[config.mk]
export PLATFORM = sky130hd
export DESIGN_NAME = mm_execute_flat
export DESIGN_NICKNAME = d
export VERILOG_FILES = /design/src/design/mat_pkg.sv /design/src/design/mm_array_if.sv /design/src/design/mm_pe.sv /design/src/design/mm_execute.sv /design/src/flat_wrapper.sv
export SDC_FILE = /design/constraint.sdc
export NUM_CORES = 1
export LEC_CHECK = 0
export BUFFER_PORTS_ARGS = -buffer_cell sky130_fd_sc_hd__buf_2
export CAP_MARGIN = 20
export CORE_MARGIN = 2
export CORE_UTILIZATION = 62
export DETAILED_ROUTE_END_ITERATION = 12
export GPL_TIMING_DRIVEN = 0
export PLACE_DENSITY_LB_ADDON = 0.05
export SYNTH_ARGS = -nofsm -noshare
export SYNTH_HDL_FRONTEND = slang
export SYNTH_SLANG_ARGS = --single-unit
[constraint.sdc]
create_clock -name clk_mem -period 5.44 [get_ports clk_mem]
set_input_delay 1.088 -clock clk_mem [delete_from_list [all_inputs] [get_ports clk_mem]]
set_output_delay 1.088 -clock clk_mem [all_outputs]
set_load 0.01 [all_outputs]
[src/design/mat_pkg.sv]
`default_nettype none

package mat_pkg;

  // unsigned element width
  localparam int DATA_W = 8;

  // array dimension, also the number of lanes per memory word
  localparam int MAT_N = 4;

  // bits needed to pick one row or lane
  localparam int IDX_W = $clog2(MAT_N);

  // one matrix element, sums and products wrap at 2**DATA_W
  typedef logic [DATA_W-1:0] elem_t;

  // one memory word, lane 0 in the low byte
  typedef elem_t [MAT_N-1:0] row_t;

  // accumulator grid, indexed [row][col]
  typedef elem_t [MAT_N-1:0][MAT_N-1:0] grid_t;

endpackage

`default_nettype wire

[src/design/mm_array_if.sv]
`default_nettype none
`timescale 1ns/1ps

interface mm_array_if;

  import mat_pkg::*;

  // skewed operands entering the left column and top row
  row_t a_edge;
  row_t b_edge;
  // zero all accumulators
  logic acc_clear;
  // live accumulator values
  grid_t c_grid;
  // one-cycle write request for a finished row
  logic capture;
  logic [IDX_W-1:0] capture_row;

  // sequencer side
  modport seq (
    output a_edge,
    output b_edge,
    output acc_clear,
    output capture,
    output capture_row
  );

  // pe grid
  modport array (
    input  a_edge,
    input  b_edge,
    input  acc_clear,
    output c_grid
  );

  // result unit
  modport sink (
    input c_grid,
    input capture,
    input capture_row
  );

endinterface

`default_nettype wire

[src/design/mm_pe.sv]
`default_nettype none
`timescale 1ns/1ps

module mm_pe (
  input  logic           clk_mem,
  input  logic           reset,
  input  logic           acc_clear,
  input  mat_pkg::elem_t in_a,
  input  mat_pkg::elem_t in_b,
  output mat_pkg::elem_t out_a,
  output mat_pkg::elem_t out_b,
  output mat_pkg::elem_t acc
);

  // operand forwarding, a moves right and b moves down
  always_ff @(posedge clk_mem) begin
    if (reset) begin
      out_a <= '0;
      out_b <= '0;
    end else begin
      out_a <= in_a;
      out_b <= in_b;
    end
  end

  // multiply-accumulate in one cycle
  // 8-bit context, so product and sum wrap modulo 256
  always_ff @(posedge clk_mem) begin
    if (reset || acc_clear) begin
      acc <= '0;
    end else begin
      acc <= acc + in_a * in_b;
    end
  end

endmodule

`default_nettype wire

[src/design/mm_execute.sv]
`default_nettype none
`timescale 1ns/1ps

module mm_execute (
  input logic       clk_mem,
  input logic       reset,
  mm_array_if.array arr
);

  import mat_pkg::*;

  // horizontal links, column MAT_N is the spill past the right edge
  elem_t a_link [MAT_N][MAT_N+1];
  // vertical links, row MAT_N is the spill past the bottom edge
  elem_t b_link [MAT_N+1][MAT_N];
  // collected accumulators
  grid_t acc_grid;

  // lane r of a enters row r, lane r of b enters column r
  for (genvar r = 0; r < MAT_N; r++) begin : g_edge
    assign a_link[r][0] = arr.a_edge[r];
    assign b_link[0][r] = arr.b_edge[r];
  end

  // pe (i,j) holds c[i][j]
  for (genvar i = 0; i < MAT_N; i++) begin : g_row
    for (genvar j = 0; j < MAT_N; j++) begin : g_col
      mm_pe u_pe (
        .clk_mem   (clk_mem),
        .reset     (reset),
        .acc_clear (arr.acc_clear),
        .in_a      (a_link[i][j]),
        .in_b      (b_link[i][j]),
        .out_a     (a_link[i][j+1]),
        .out_b     (b_link[i+1][j]),
        .acc       (acc_grid[i][j])
      );
    end
  end

  assign arr.c_grid = acc_grid;

endmodule

`default_nettype wire

[src/flat_wrapper.sv]
// flat-port wrapper written by rule: the top's interface ports become plain ports
module mm_execute_flat import mat_pkg::*;
  (clk_mem, reset, arr_a_edge, arr_b_edge, arr_acc_clear, arr_c_grid);
  mm_array_if arr_i ();
  input logic clk_mem;
  input logic reset;
  input wire logic [$bits(arr_i.a_edge)-1:0] arr_a_edge;
  input wire logic [$bits(arr_i.b_edge)-1:0] arr_b_edge;
  input wire logic [$bits(arr_i.acc_clear)-1:0] arr_acc_clear;
  output wire logic [$bits(arr_i.c_grid)-1:0] arr_c_grid;
  assign arr_i.a_edge = arr_a_edge;
  assign arr_i.b_edge = arr_b_edge;
  assign arr_i.acc_clear = arr_acc_clear;
  assign arr_c_grid = arr_i.c_grid;
  mm_execute u_core (.clk_mem(clk_mem), .reset(reset), .arr(arr_i));
endmodule
==> results of run 1 <==
routing by layer:
layer  up-vias  global-route usage (%)  wire, µm
met5         -                       0         0
met4         0                    9.22      1900
met3       125                    5.23      2990
met2       408                    51.1     29500
met1      8788                    36.9     25100
li1       8502                       -         -
power breakdown:
part           internal (W)  switching, W
logic              0.000673      0.000835
registers           0.00247      0.000141
clock network       0.00168       0.00104
logic make-up after synthesis:
group	after synthesis	share of synthesized area, %
AND/OR/NAND/NOR	894	17.8
AO/OA/AOI/OAI	72	1.73
buffers and inverters	612	9.12
flip-flops	320	25.1
XOR/XNOR	284	10.3
adder cells (fa/ha/maj)	560	35.9
cells in the mapped netlist:
cell type	instances
xnor2_2	18
xnor2_1	209
inv_2	1
nand2_2	14
a21oi_1	36
inv_1	567
clkbuf_1	34
ha_1	272
o21ai_1	1
buf_2	3
buf_4	7
xor2_1	57
a21o_1	32
nor2b_1	192
o21ai_0	3
or2_1	1
nand2_1	364
and2_1	267
fa_1	288
nor2_1	56
dfxtp_1	320
flip-flops by register name, summed over array words and instances (netlist names):
name,cells
u_core.g_row.g_col.u_pe.acc,128
u_core.g_row.g_col.u_pe.out_a,96
u_core.g_row.g_col.u_pe.out_b,96
critical path, stage by stage:
cell     delay [ns]
buf_2          0.18
nand2_1        0.09
fa_1           0.51
inv_1          0.05
fa_1           0.45
ha_1           0.28
inv_1          0.05
fa_1           0.54
inv_1          0.07
fa_1           0.46
a21o_1         0.21
a21oi_1        0.28
xnor2_2        0.16
xnor2_1        0.13
nor2_1         0.05
per-stage QoR:
stage / instance area (µm²) / utilization (%) / cells / power, W
finish: 28500 / 70.1 / 3538 / 0.00684
global route: 28500 / 70.1 / 3537 / 0.00722
CTS: 28500 / 70.1 / 3537 / 0.00691
detailed placement: 27200 / 66.7 / 3468 / 0.00416
global placement: 27100 / 66.6 / 3464 / 0.00409
floorplan: 25500 / - / 2742 / 0.00370
layout make-up:
class                      instances  area (µm²)  share of cell area, %
clock buffer                      53        1120                   3.92
sequential                       320        6410                   22.4
antenna                            1        2.50                0.00877
buffer                            44         195                  0.684
inverter                         568        2130                   7.47
multi-input combinational       1810       16800                   58.8
timing repair buffer             194        1020                   3.57
clock inverter                    16         230                  0.807
tap                              532         666                   2.33
how the worst min path moves through the flow:
| stage | start | endpoint | slack, ns | cells past startpoint |
|---|---|---|---|---|
| 2_1_floorplan | u_core.g_row[1].g_col[2].u_pe.out_b[7] | u_core.g_row[2].g_col[2].u_pe.out_b[7] | 0.44 | 1 |
| 3_3_place_gp | u_core.g_row[0].g_col[1].u_pe.out_a[7] | u_core.g_row[0].g_col[2].u_pe.out_a[7] | 0.46 | 1 |
| 3_5_place_dp | u_core.g_row[1].g_col[0].u_pe.out_a[7] | u_core.g_row[1].g_col[1].u_pe.out_a[7] | 0.46 | 1 |
| 4_1_cts | u_core.g_row[1].g_col[0].u_pe.out_a[7] | u_core.g_row[1].g_col[1].u_pe.out_a[7] | 0.47 | 1 |
| 5_1_grt | u_core.g_row[1].g_col[0].u_pe.out_a[7] | u_core.g_row[1].g_col[1].u_pe.out_a[7] | 0.48 | 1 |
| 6_report | u_core.g_row[1].g_col[0].u_pe.out_a[7] | u_core.g_row[1].g_col[1].u_pe.out_a[7] | 0.47 | 1 |
==> flow_summary_export.csv, run 1 <==
group,metric,value,unit
run_status,status,"completed",
detailed_routing,wl_per_cell,16.8,µm
cts,cts_setup_buffers,0,
place,hpwl,48500,µm
sta,setup_ws,1.25,ns
cts,cts_tree,"yes",
floorplanning,start_util,62.6,%
min_path,min_path_type,"flip-flop to flip-flop",
global_route,grt_max_degree,14,
floorplanning,io_pins,195,
floorplanning,core_area,40700,µm²
critical_path,r2r_cells,13,
sta,period_share,77.0,%
synthesis,netlist.area_leader.share,25.1,%
place,place_ws,0.688,ns
global_route,grt-ovfl-total,0,
floorplanning,design.die.area,42800,µm²
cells_and_area,syn_to_final_growth,11.9,%
power_and_ir_drop,leakage,14.5,nW
sta,setup_viol,0,
detailed_routing,drtAntennaViolNets,0,
place,portBuffers,190,
critical_path,r2r-end,"u_core.g_row[1].g_col[3].u_pe.acc[7]",
detailed_routing,vias,17823,
power_and_ir_drop,irDropWorstVdd,0.230,mV
synthesis,ys.warnings.count,0,
synthesis,synth_area_leaders,"dfxtp_1, fa_1, ha_1",
global_route,grt_antenna_before_repair,2,
critical_path,crit_end,"u_core.g_row[0].g_col[3].u_pe.acc[7]",
synthesis,synth.largest_area_cell,"dfxtp_1",
floorplanning,fp.dieH,207,µm
critical_path,worst-path-max-fanout,8,
cells_and_area,layout-drive-gt1-share,9.98,%
detailed_routing,drt_wl_total,59500,µm
place,place_congestion,0.909,
cts,clockBufferDepth,3,
power_and_ir_drop,cellPowerDensity,240,nW/µm²
sta,hold_violations,0,
cts,clk_pin_slew_worst_paths,0.05,ns
sta,skew,0.0280,ns
sta,tightest_slew,1.11,ns
sta,slew_headroom,26.3,%
sta,finalMaxSlewViolations,0,
cts,htreeDepth,2,
synthesis,netlist_area,25500,µm²
detailed_routing,via_per_inst,5.04,
cts,ctsHoldBuffers,0,
cells_and_area,most-common-layout-cells,"inv_1, nand2_1, dfxtp_1",
critical_path,r2r_start,"u_core.g_row[0].g_col[3].u_pe.out_b[0]",
synthesis,synth_cell_type_count,21,
cts,cts_resized,0,
synthesis,synth_cells,2742,
sta,fin_crit,4.19,ns
detailed_routing,post-route-drc-count,0,
cts,cts_made_buffers,39,
critical_path,cp-start-kind,"primary input",
critical_path,startpoint,"arr_b_edge[25]",
synthesis,ys_seq_area_share,25.1,%
global_route,grt.total_usage,29.3,%
critical_path,critPathRequiredTime,5.86,ns
critical_path,end_kind,"flip-flop",
critical_path,worstSetupPathType,"primary input to flip-flop",
global_route,grt_pass1_wl,96900,µm
cts,cts_root_buffer,"clkbuf_16",
sta,fmax,239,MHz
floorplanning,placementRows,74,
cells_and_area,final_common_cell,"inv_1",
cts,clk_latency,0.56,ns
sta,tns,0,ns
cells_and_area,fillers,3280,
global_route,grt_pass1_vias,18984,
critical_path,cp.arrival,4.61,ns
floorplanning,die_w,207,µm
synthesis,syn-num-nets,3369,
sta,rsz0062_at_grt,"false",
synthesis,ys_ff_latch,320,
critical_path,r2r_setup_slack,1.47,ns
cts,clock_sinks,320,
detailed_routing,dr.pass1.iters,5,
synthesis,syn_avg_cell_area,9.30,µm²
sta,whs,0.466,ns
cells_and_area,nets,3604,
detailed_routing,drt_iter0_drc,728,
flow_run,drv_cap,0,
No activity file was read; power rests on OpenSTA's default activity.
==> run 2, diff against run 1 <==
- ABC_AREA: unset -> 1
- CORE_UTILIZATION: 62 -> 57
- clock period: 5.44 -> 3.8 ns (I/O delays scaled with it)
==> flow_summary_export.csv, run 2 <==
group,metric,value,unit
run_status,status,"finished with violations",
run_status,violations,"setup timing",
synthesis,synth_most_common_cell,"inv_1",
min_path,min_path_type,"primary input to flip-flop",
cts,cts_tree,"yes",
flow_run,drv_cap,0,
detailed_routing,drt_iter0_drc,939,
sta,whs,0.417,ns
cells_and_area,nets,4726,
sta,hold_violations,0,
cells_and_area,largest-register,"u_core.g_row.g_col.u_pe.acc",
synthesis,synth.largest_area_cell,"dfxtp_1",
synthesis,netlist_area,27900,µm²
cts,cts_root_buffer,"clkbuf_16",
critical_path,worst-path-max-fanout,3,
global_route,grt_antenna_before_repair,1,
place,place_ws,-0.477,ns
synthesis,ys_ff_latch,320,
cts,clockBufferDepth,3,
cells_and_area,stdcell_area,32300,µm²
sta,setup_viol,2,
synthesis,netlist.area_leader.share,23.0,%
critical_path,cp-start-kind,"flip-flop",
cells_and_area,syn_to_final_growth,16.0,%
cells_and_area,final_common_cell,"inv_1",
detailed_routing,vias,22110,
critical_path,critPathRequiredTime,4.27,ns
cts,clock_sinks,320,
cells_and_area,multi_input_area,17100,µm²
critical_path,cp.arrival,4.29,ns
sta,rsz0062_at_grt,"true",
floorplanning,start_util,57.4,%
place,portBuffers,175,
cells_and_area,fillers,4357,
cells_and_area,regArea,6550,µm²
detailed_routing,dr.pass1.iters,5,
global_route,grt_pass1_wl,108000,µm
floorplanning,core_area,48500,µm²
synthesis,syn_avg_cell_area,7.25,µm²
detailed_routing,via_per_inst,4.65,
critical_path,end_kind,"flip-flop",
sta,period_share,101,%
synthesis,synth_area_leaders,"dfxtp_1, fa_1, inv_1",
cts,clk_pin_slew_worst_paths,0.06,ns
floorplanning,die_w,225,µm
power_and_ir_drop,irDropWorstVdd,0.315,mV
global_route,grt.total_usage,26.9,%
sta,slew_headroom,20.8,%
critical_path,worstSetupPathType,"flip-flop to flip-flop",
synthesis,synth_cells,3840,
sta,tightest_slew,1.19,ns
sta,skew,0.0151,ns
detailed_routing,drt_wl_total,64900,µm
power_and_ir_drop,cellPowerDensity,316,nW/µm²
place,hpwl,51400,µm
cells_and_area,reg.largest.list,"u_core.g_row.g_col.u_pe.acc (128), u_core.g_row.g_col.u_pe.out_a (96), u_core.g_row.g_col.u_pe.out_b (96)",
cts,clk_latency,0.58,ns
cells_and_area,layout.cells.non_filler,4752,
cells_and_area,largest_reg_flops,128,
synthesis,ys.warnings.count,0,
synthesis,ys.flop_type,"dfxtp_1",
detailed_routing,wl_per_cell,13.7,µm
cts,cts_made_buffers,41,
synthesis,synth_edf_count,0,
critical_path,r2r_setup_slack,-0.02,ns
synthesis,syn-num-nets,4467,
place,placed_cells,4637,
floorplanning,io_pins,195,
sta,setup_ws,-0.0235,ns
floorplanning,fp.dieH,225,µm
global_route,grt-ovfl-total,0,
cts,htreeDepth,2,
place,place_area,29700,µm²
cells_and_area,most-common-layout-cells,"inv_1, nand2_1, nor2_1",
detailed_routing,post-route-drc-count,0,
cells_and_area,layout-drive-gt1-share,14.8,%
sta,fin_crit,3.82,ns
sta,finalMaxSlewViolations,0,
place,place_congestion,0.867,
power_and_ir_drop,leakage,18.7,nW
global_route,grt_max_degree,15,
global_route,grt_pass1_vias,22060,
floorplanning,design.die.area,50700,µm²
detailed_routing,drtAntennaViolNets,0,
synthesis,ys_seq_area_share,23.0,%
synthesis,yosys-top-cells-count,"inv_1, nand2_1, nor2_1",
sta,fmax,262,MHz
synthesis,synth_cell_type_count,27,
floorplanning,placementRows,81,
synthesis,synthArstFlopShare,0,%
power_and_ir_drop,power,0.0102,W
run 2: changes by cell type after synthesis, sizes merged, moves of 7 or more:
cell    change
nand3b     +22
inv       +630
xnor2     -174
xor2       +14
a21o       -32
nand3     +104
nor2b     -192
nor2      +276
and2      -267
a21oi      +13
a31oi       +7
buf        +53
o21ai      +25
nand2     +606
run 2: cell families after synthesis:
family,count (synthesis),share of synthesized area (%)
flops,320,23.0
compound gates,87,1.63
xor+xnor,124,3.90
fa+ha+maj,560,32.9
buf+inv,1297,18.1
simple gates,1452,20.5
run 2: metrics by stage:
step / TNS, ns / utilization, %
4_1_cts: -0.118 / 65.0
3_5_place_dp: -4.38 / 61.2
2_1_floorplan: -0.430 / -
6_report: -0.0438 / 66.5
3_3_place_gp: -4.03 / 61.2
5_1_grt: -1.19 / 66.5
run 2: area by class of cell:
cell class,instances,share of cell area (%)
inverter,1198,13.9
clock inverter,21,0.852
timing repair buffer,224,3.99
tap,622,2.41
buffer,91,2.12
multi-input combinational,2223,52.8
clock buffer,52,3.59
sequential,320,20.3
antenna,1,0.00775
run 2: report_power, final:
group          leakage, nW  internal (W)  switching, W
clock network        0.708       0.00257       0.00159
logic                 15.4      0.000937       0.00141
registers             2.65       0.00352      0.000168
total                 18.7       0.00703       0.00317
run 2: critical path: stages (launching register included):
cell	delay [ns]
dfxtp_2	0.32
buf_6	0.10
nand2_1	0.06
fa_1	0.47
inv_1	0.05
fa_1	0.48
inv_1	0.05
fa_1	0.51
fa_1	0.57
inv_2	0.05
ha_4	0.22
a21oi_2	0.11
nand2_1	0.07
or2_1	0.23
nand2_2	0.08
inv_1	0.04
nand2_1	0.05
nand2_1	0.05
inv_1	0.06
nand2_1	0.05
nand2_1	0.05
nor2_1	0.04
run 2: path summary, 6_finish.rpt:
| kind | from | to | cells after the start |
|---|---|---|---|
| setup / recovery | u_core.g_row[0].g_col[2].u_pe.out_b[0] | u_core.g_row[1].g_col[2].u_pe.acc[7] | 21 |
| hold / removal | arr_b_edge[17] | u_core.g_row[0].g_col[2].u_pe.out_b[1] | 3 |
| setup reg to reg | u_core.g_row[0].g_col[2].u_pe.out_b[0] | u_core.g_row[1].g_col[2].u_pe.acc[7] | 21 |
| hold reg to reg | u_core.g_row[2].g_col[1].u_pe.out_a[7] | u_core.g_row[2].g_col[2].u_pe.out_a[7] | 2 |
run 2: timing repair:
item / 4_1_cts / 5_1_grt
endpoints found under the hold margin: 0 / 0
hold buffers: 0 / 0
resized for setup: 69 / 221
buffers inserted: 24 / 24
pin swaps: 28 / 127
endpoints found under the setup margin: 12 / 16
cloned: 0 / 1
run 2: metal layers:
metal,vias to the layer above,GRT usage [%],routed length [µm]
met1,10271,33.8,28000
li1,11324,-,-
met4,0,9.70,2090
met5,-,0,0
met2,403,46.8,31500
met3,112,4.15,3330
==> run 3, diff against run 2 <==
- SKIP_CTS_REPAIR_TIMING: unset -> 1
==> flow_summary_export.csv, run 3 (synthesized netlist as in run 2, its figures left out) <==
group,metric,value,unit
power_and_ir_drop,power,0.0102,W
global_route,grt_pass1_vias,21871,
place,place_congestion,0.867,
global_route,grt.busiest_layer,"met2",
cells_and_area,layout-drive-gt1-share,14.7,%
cts,clk_pin_slew_worst_paths,0.06,ns
global_route,grt-ovfl-total,0,
floorplanning,placementRows,81,
detailed_routing,drtAntennaViolNets,0,
critical_path,critPathRequiredTime,4.27,ns
detailed_routing,wl_per_cell,13.6,µm
sta,period_share,101,%
power_and_ir_drop,irDropWorstVdd,0.314,mV
power_and_ir_drop,pwr-share-comb,23.0,%
critical_path,path_buf_inv,4,
power_and_ir_drop,internal_power,0.00703,W
detailed_routing,drt_wl_total,64800,µm
sta,tightest_slew,1.21,ns
cells_and_area,fillers,4379,
sta,skew,0.0120,ns
cells_and_area,regArea,6540,µm²
global_route,grt_pass1_wl,107000,µm
cells_and_area,multi_input_area,17000,µm²
global_route,use_met3,3.92,%
floorplanning,io_pins,195,
power_and_ir_drop,p_switching,0.00318,W
cts,cts_made_buffers,41,
critical_path,cp_top_family,"adder cells",
min_path,min_path_type,"primary input to flip-flop",
cells_and_area,nets,4727,
run_status,status,"finished with violations",
cells_and_area,most-common-layout-cells,"inv_1, nand2_1, nor2_1",
critical_path,cp-start-kind,"flip-flop",
place,portBuffers,175,
critical_path,worstSetupPathType,"flip-flop to flip-flop",
sta,setup_viol,1,
sta,tns,-0.0338,ns
detailed_routing,post-route-drc-count,0,
cells_and_area,final_common_cell,"inv_1",
place,hpwl,51400,µm
power_and_ir_drop,share_seq_of_total_power,36.1,%
cts,clk_latency,0.57,ns
sta,setup_ws,-0.0338,ns
floorplanning,start_util,57.4,%
global_route,grt_util_met1,33.7,%
sta,fmax,261,MHz
detailed_routing,dr.pass1.iters,5,
cts,cts_root_buffer,"clkbuf_16",
floorplanning,design.die.area,50700,µm²
detailed_routing,vias,22112,
global_route,met2_usage,46.3,%
critical_path,end_kind,"flip-flop",
cts,clock_sinks,320,
power_and_ir_drop,p_sw_share,31.1,%
sta,fin_crit,3.83,ns
floorplanning,core_area,48500,µm²
power_and_ir_drop,cellPowerDensity,316,nW/µm²
power_and_ir_drop,power_frac_clock,40.8,%
cts,htreeDepth,2,
cells_and_area,syn_to_final_growth,15.9,%
critical_path,cp.arrival,4.31,ns
power_and_ir_drop,leakage,18.8,nW
run_status,violations,"setup timing",
sta,hold_violations,0,
sta,finalMaxSlewViolations,0,
cells_and_area,largest_reg_flops,128,
sta,slew_headroom,19.3,%
critical_path,crit_chain,"buf_6, nand2_2, fa_1, inv_1, fa_1, inv_1, fa_1, fa_1, inv_2, ha_4, nand2_1, o21ai_2, xor2_2, nand3_1, nand2_1, nand2_1, nand2_1, nor2_1",
global_route,grt.total_usage,26.6,%
critical_path,worst-path-max-fanout,4,
critical_path,critical_path.slowest_cell,"fa_1",
cts,cts_tree,"yes",
detailed_routing,drt_iter0_drc,1039,
cells_and_area,diodes,0,
floorplanning,fp.dieH,225,µm
cells_and_area,largest-register,"u_core.g_row.g_col.u_pe.acc",
detailed_routing,via_per_inst,4.65,
critical_path,max_stage_delay,0.52,ns
sta,rsz0062_at_grt,"true",
cells_and_area,reg.largest.list,"u_core.g_row.g_col.u_pe.acc (128), u_core.g_row.g_col.u_pe.out_a (96), u_core.g_row.g_col.u_pe.out_b (96)",
flow_run,drv_cap,0,
global_route,grt_max_degree,15,
cts,clockBufferDepth,3,
global_route,grt_antenna_before_repair,1,
floorplanning,die_w,225,µm
[run 3: changes by cell type in the layout (fill, tap and decap cells not counted), moves of 3 or more]
cell / change
dfxtp_2: +7
ha_1: +5
dfxtp_4: -5
inv_1: +3
ha_4: -3
inv_2: -3
[run 3: through the flow]
stage / utilization [%] / cell area [µm²] / instances / setup slack (ns) / hold WS [ns]
global route: 66.5 / 32300 / 4752 / -0.188 / 0.421
CTS: 64.2 / 31200 / 4710 / -0.415 / 0.398
global placement: 61.2 / 29700 / 4637 / -0.441 / 0.415
detailed placement: 61.2 / 29700 / 4637 / -0.477 / 0.419
finish: 66.5 / 32300 / 4752 / -0.0338 / 0.421
floorplan: - / 28100 / 3840 / -0.163 / 0.403
[run 3: cell type report]
cell class | count | area share, %
multi-input cells | 2223 | 52.7
flip-flops and latches | 320 | 20.3
inverters | 1198 | 13.9
repair buffers | 221 | 3.94
clock buffers | 52 | 3.59
well taps | 622 | 2.41
plain buffers | 95 | 2.25
clock inverters | 21 | 0.853
[run 3: power by group through the flow]
stage	Sequential [W]	Clock, W	Combinational, W
after detailed placement	0.00375	0	0.00220
after global routing	0.00371	0.00438	0.00276
final	0.00369	0.00417	0.00235
after floorplan	0.00374	0	0.00159
after global placement	0.00375	0	0.00216
after CTS	0.00368	0.00425	0.00223
[run 3: path summary, 6_finish.rpt]
path,depth (start not counted),to,slack [ns],from
hold reg to reg,2,u_core.g_row[2].g_col[2].u_pe.out_a[7],0.43,u_core.g_row[2].g_col[1].u_pe.out_a[7]
setup / recovery,18,u_core.g_row[1].g_col[3].u_pe.acc[7],-0.03,u_core.g_row[0].g_col[3].u_pe.out_b[0]
hold / removal,3,u_core.g_row[0].g_col[2].u_pe.out_b[1],0.42,arr_b_edge[17]
setup reg to reg,18,u_core.g_row[1].g_col[3].u_pe.acc[7],-0.03,u_core.g_row[0].g_col[3].u_pe.out_b[0]
[run 3: per-layer routing]
| layer | vias to the layer above | wire length (µm) |
|---|---|---|
| li1 | 11336 | - |
| met1 | 10293 | 28200 |
| met2 | 383 | 31600 |
| met3 | 100 | 2980 |
| met4 | 0 | 1970 |
| met5 | - | 0 |
[run 3: worst min-delay path, cell delays in order]
cell    delay [ns]
buf_8         0.12
inv_1         0.05
nor2_1        0.03
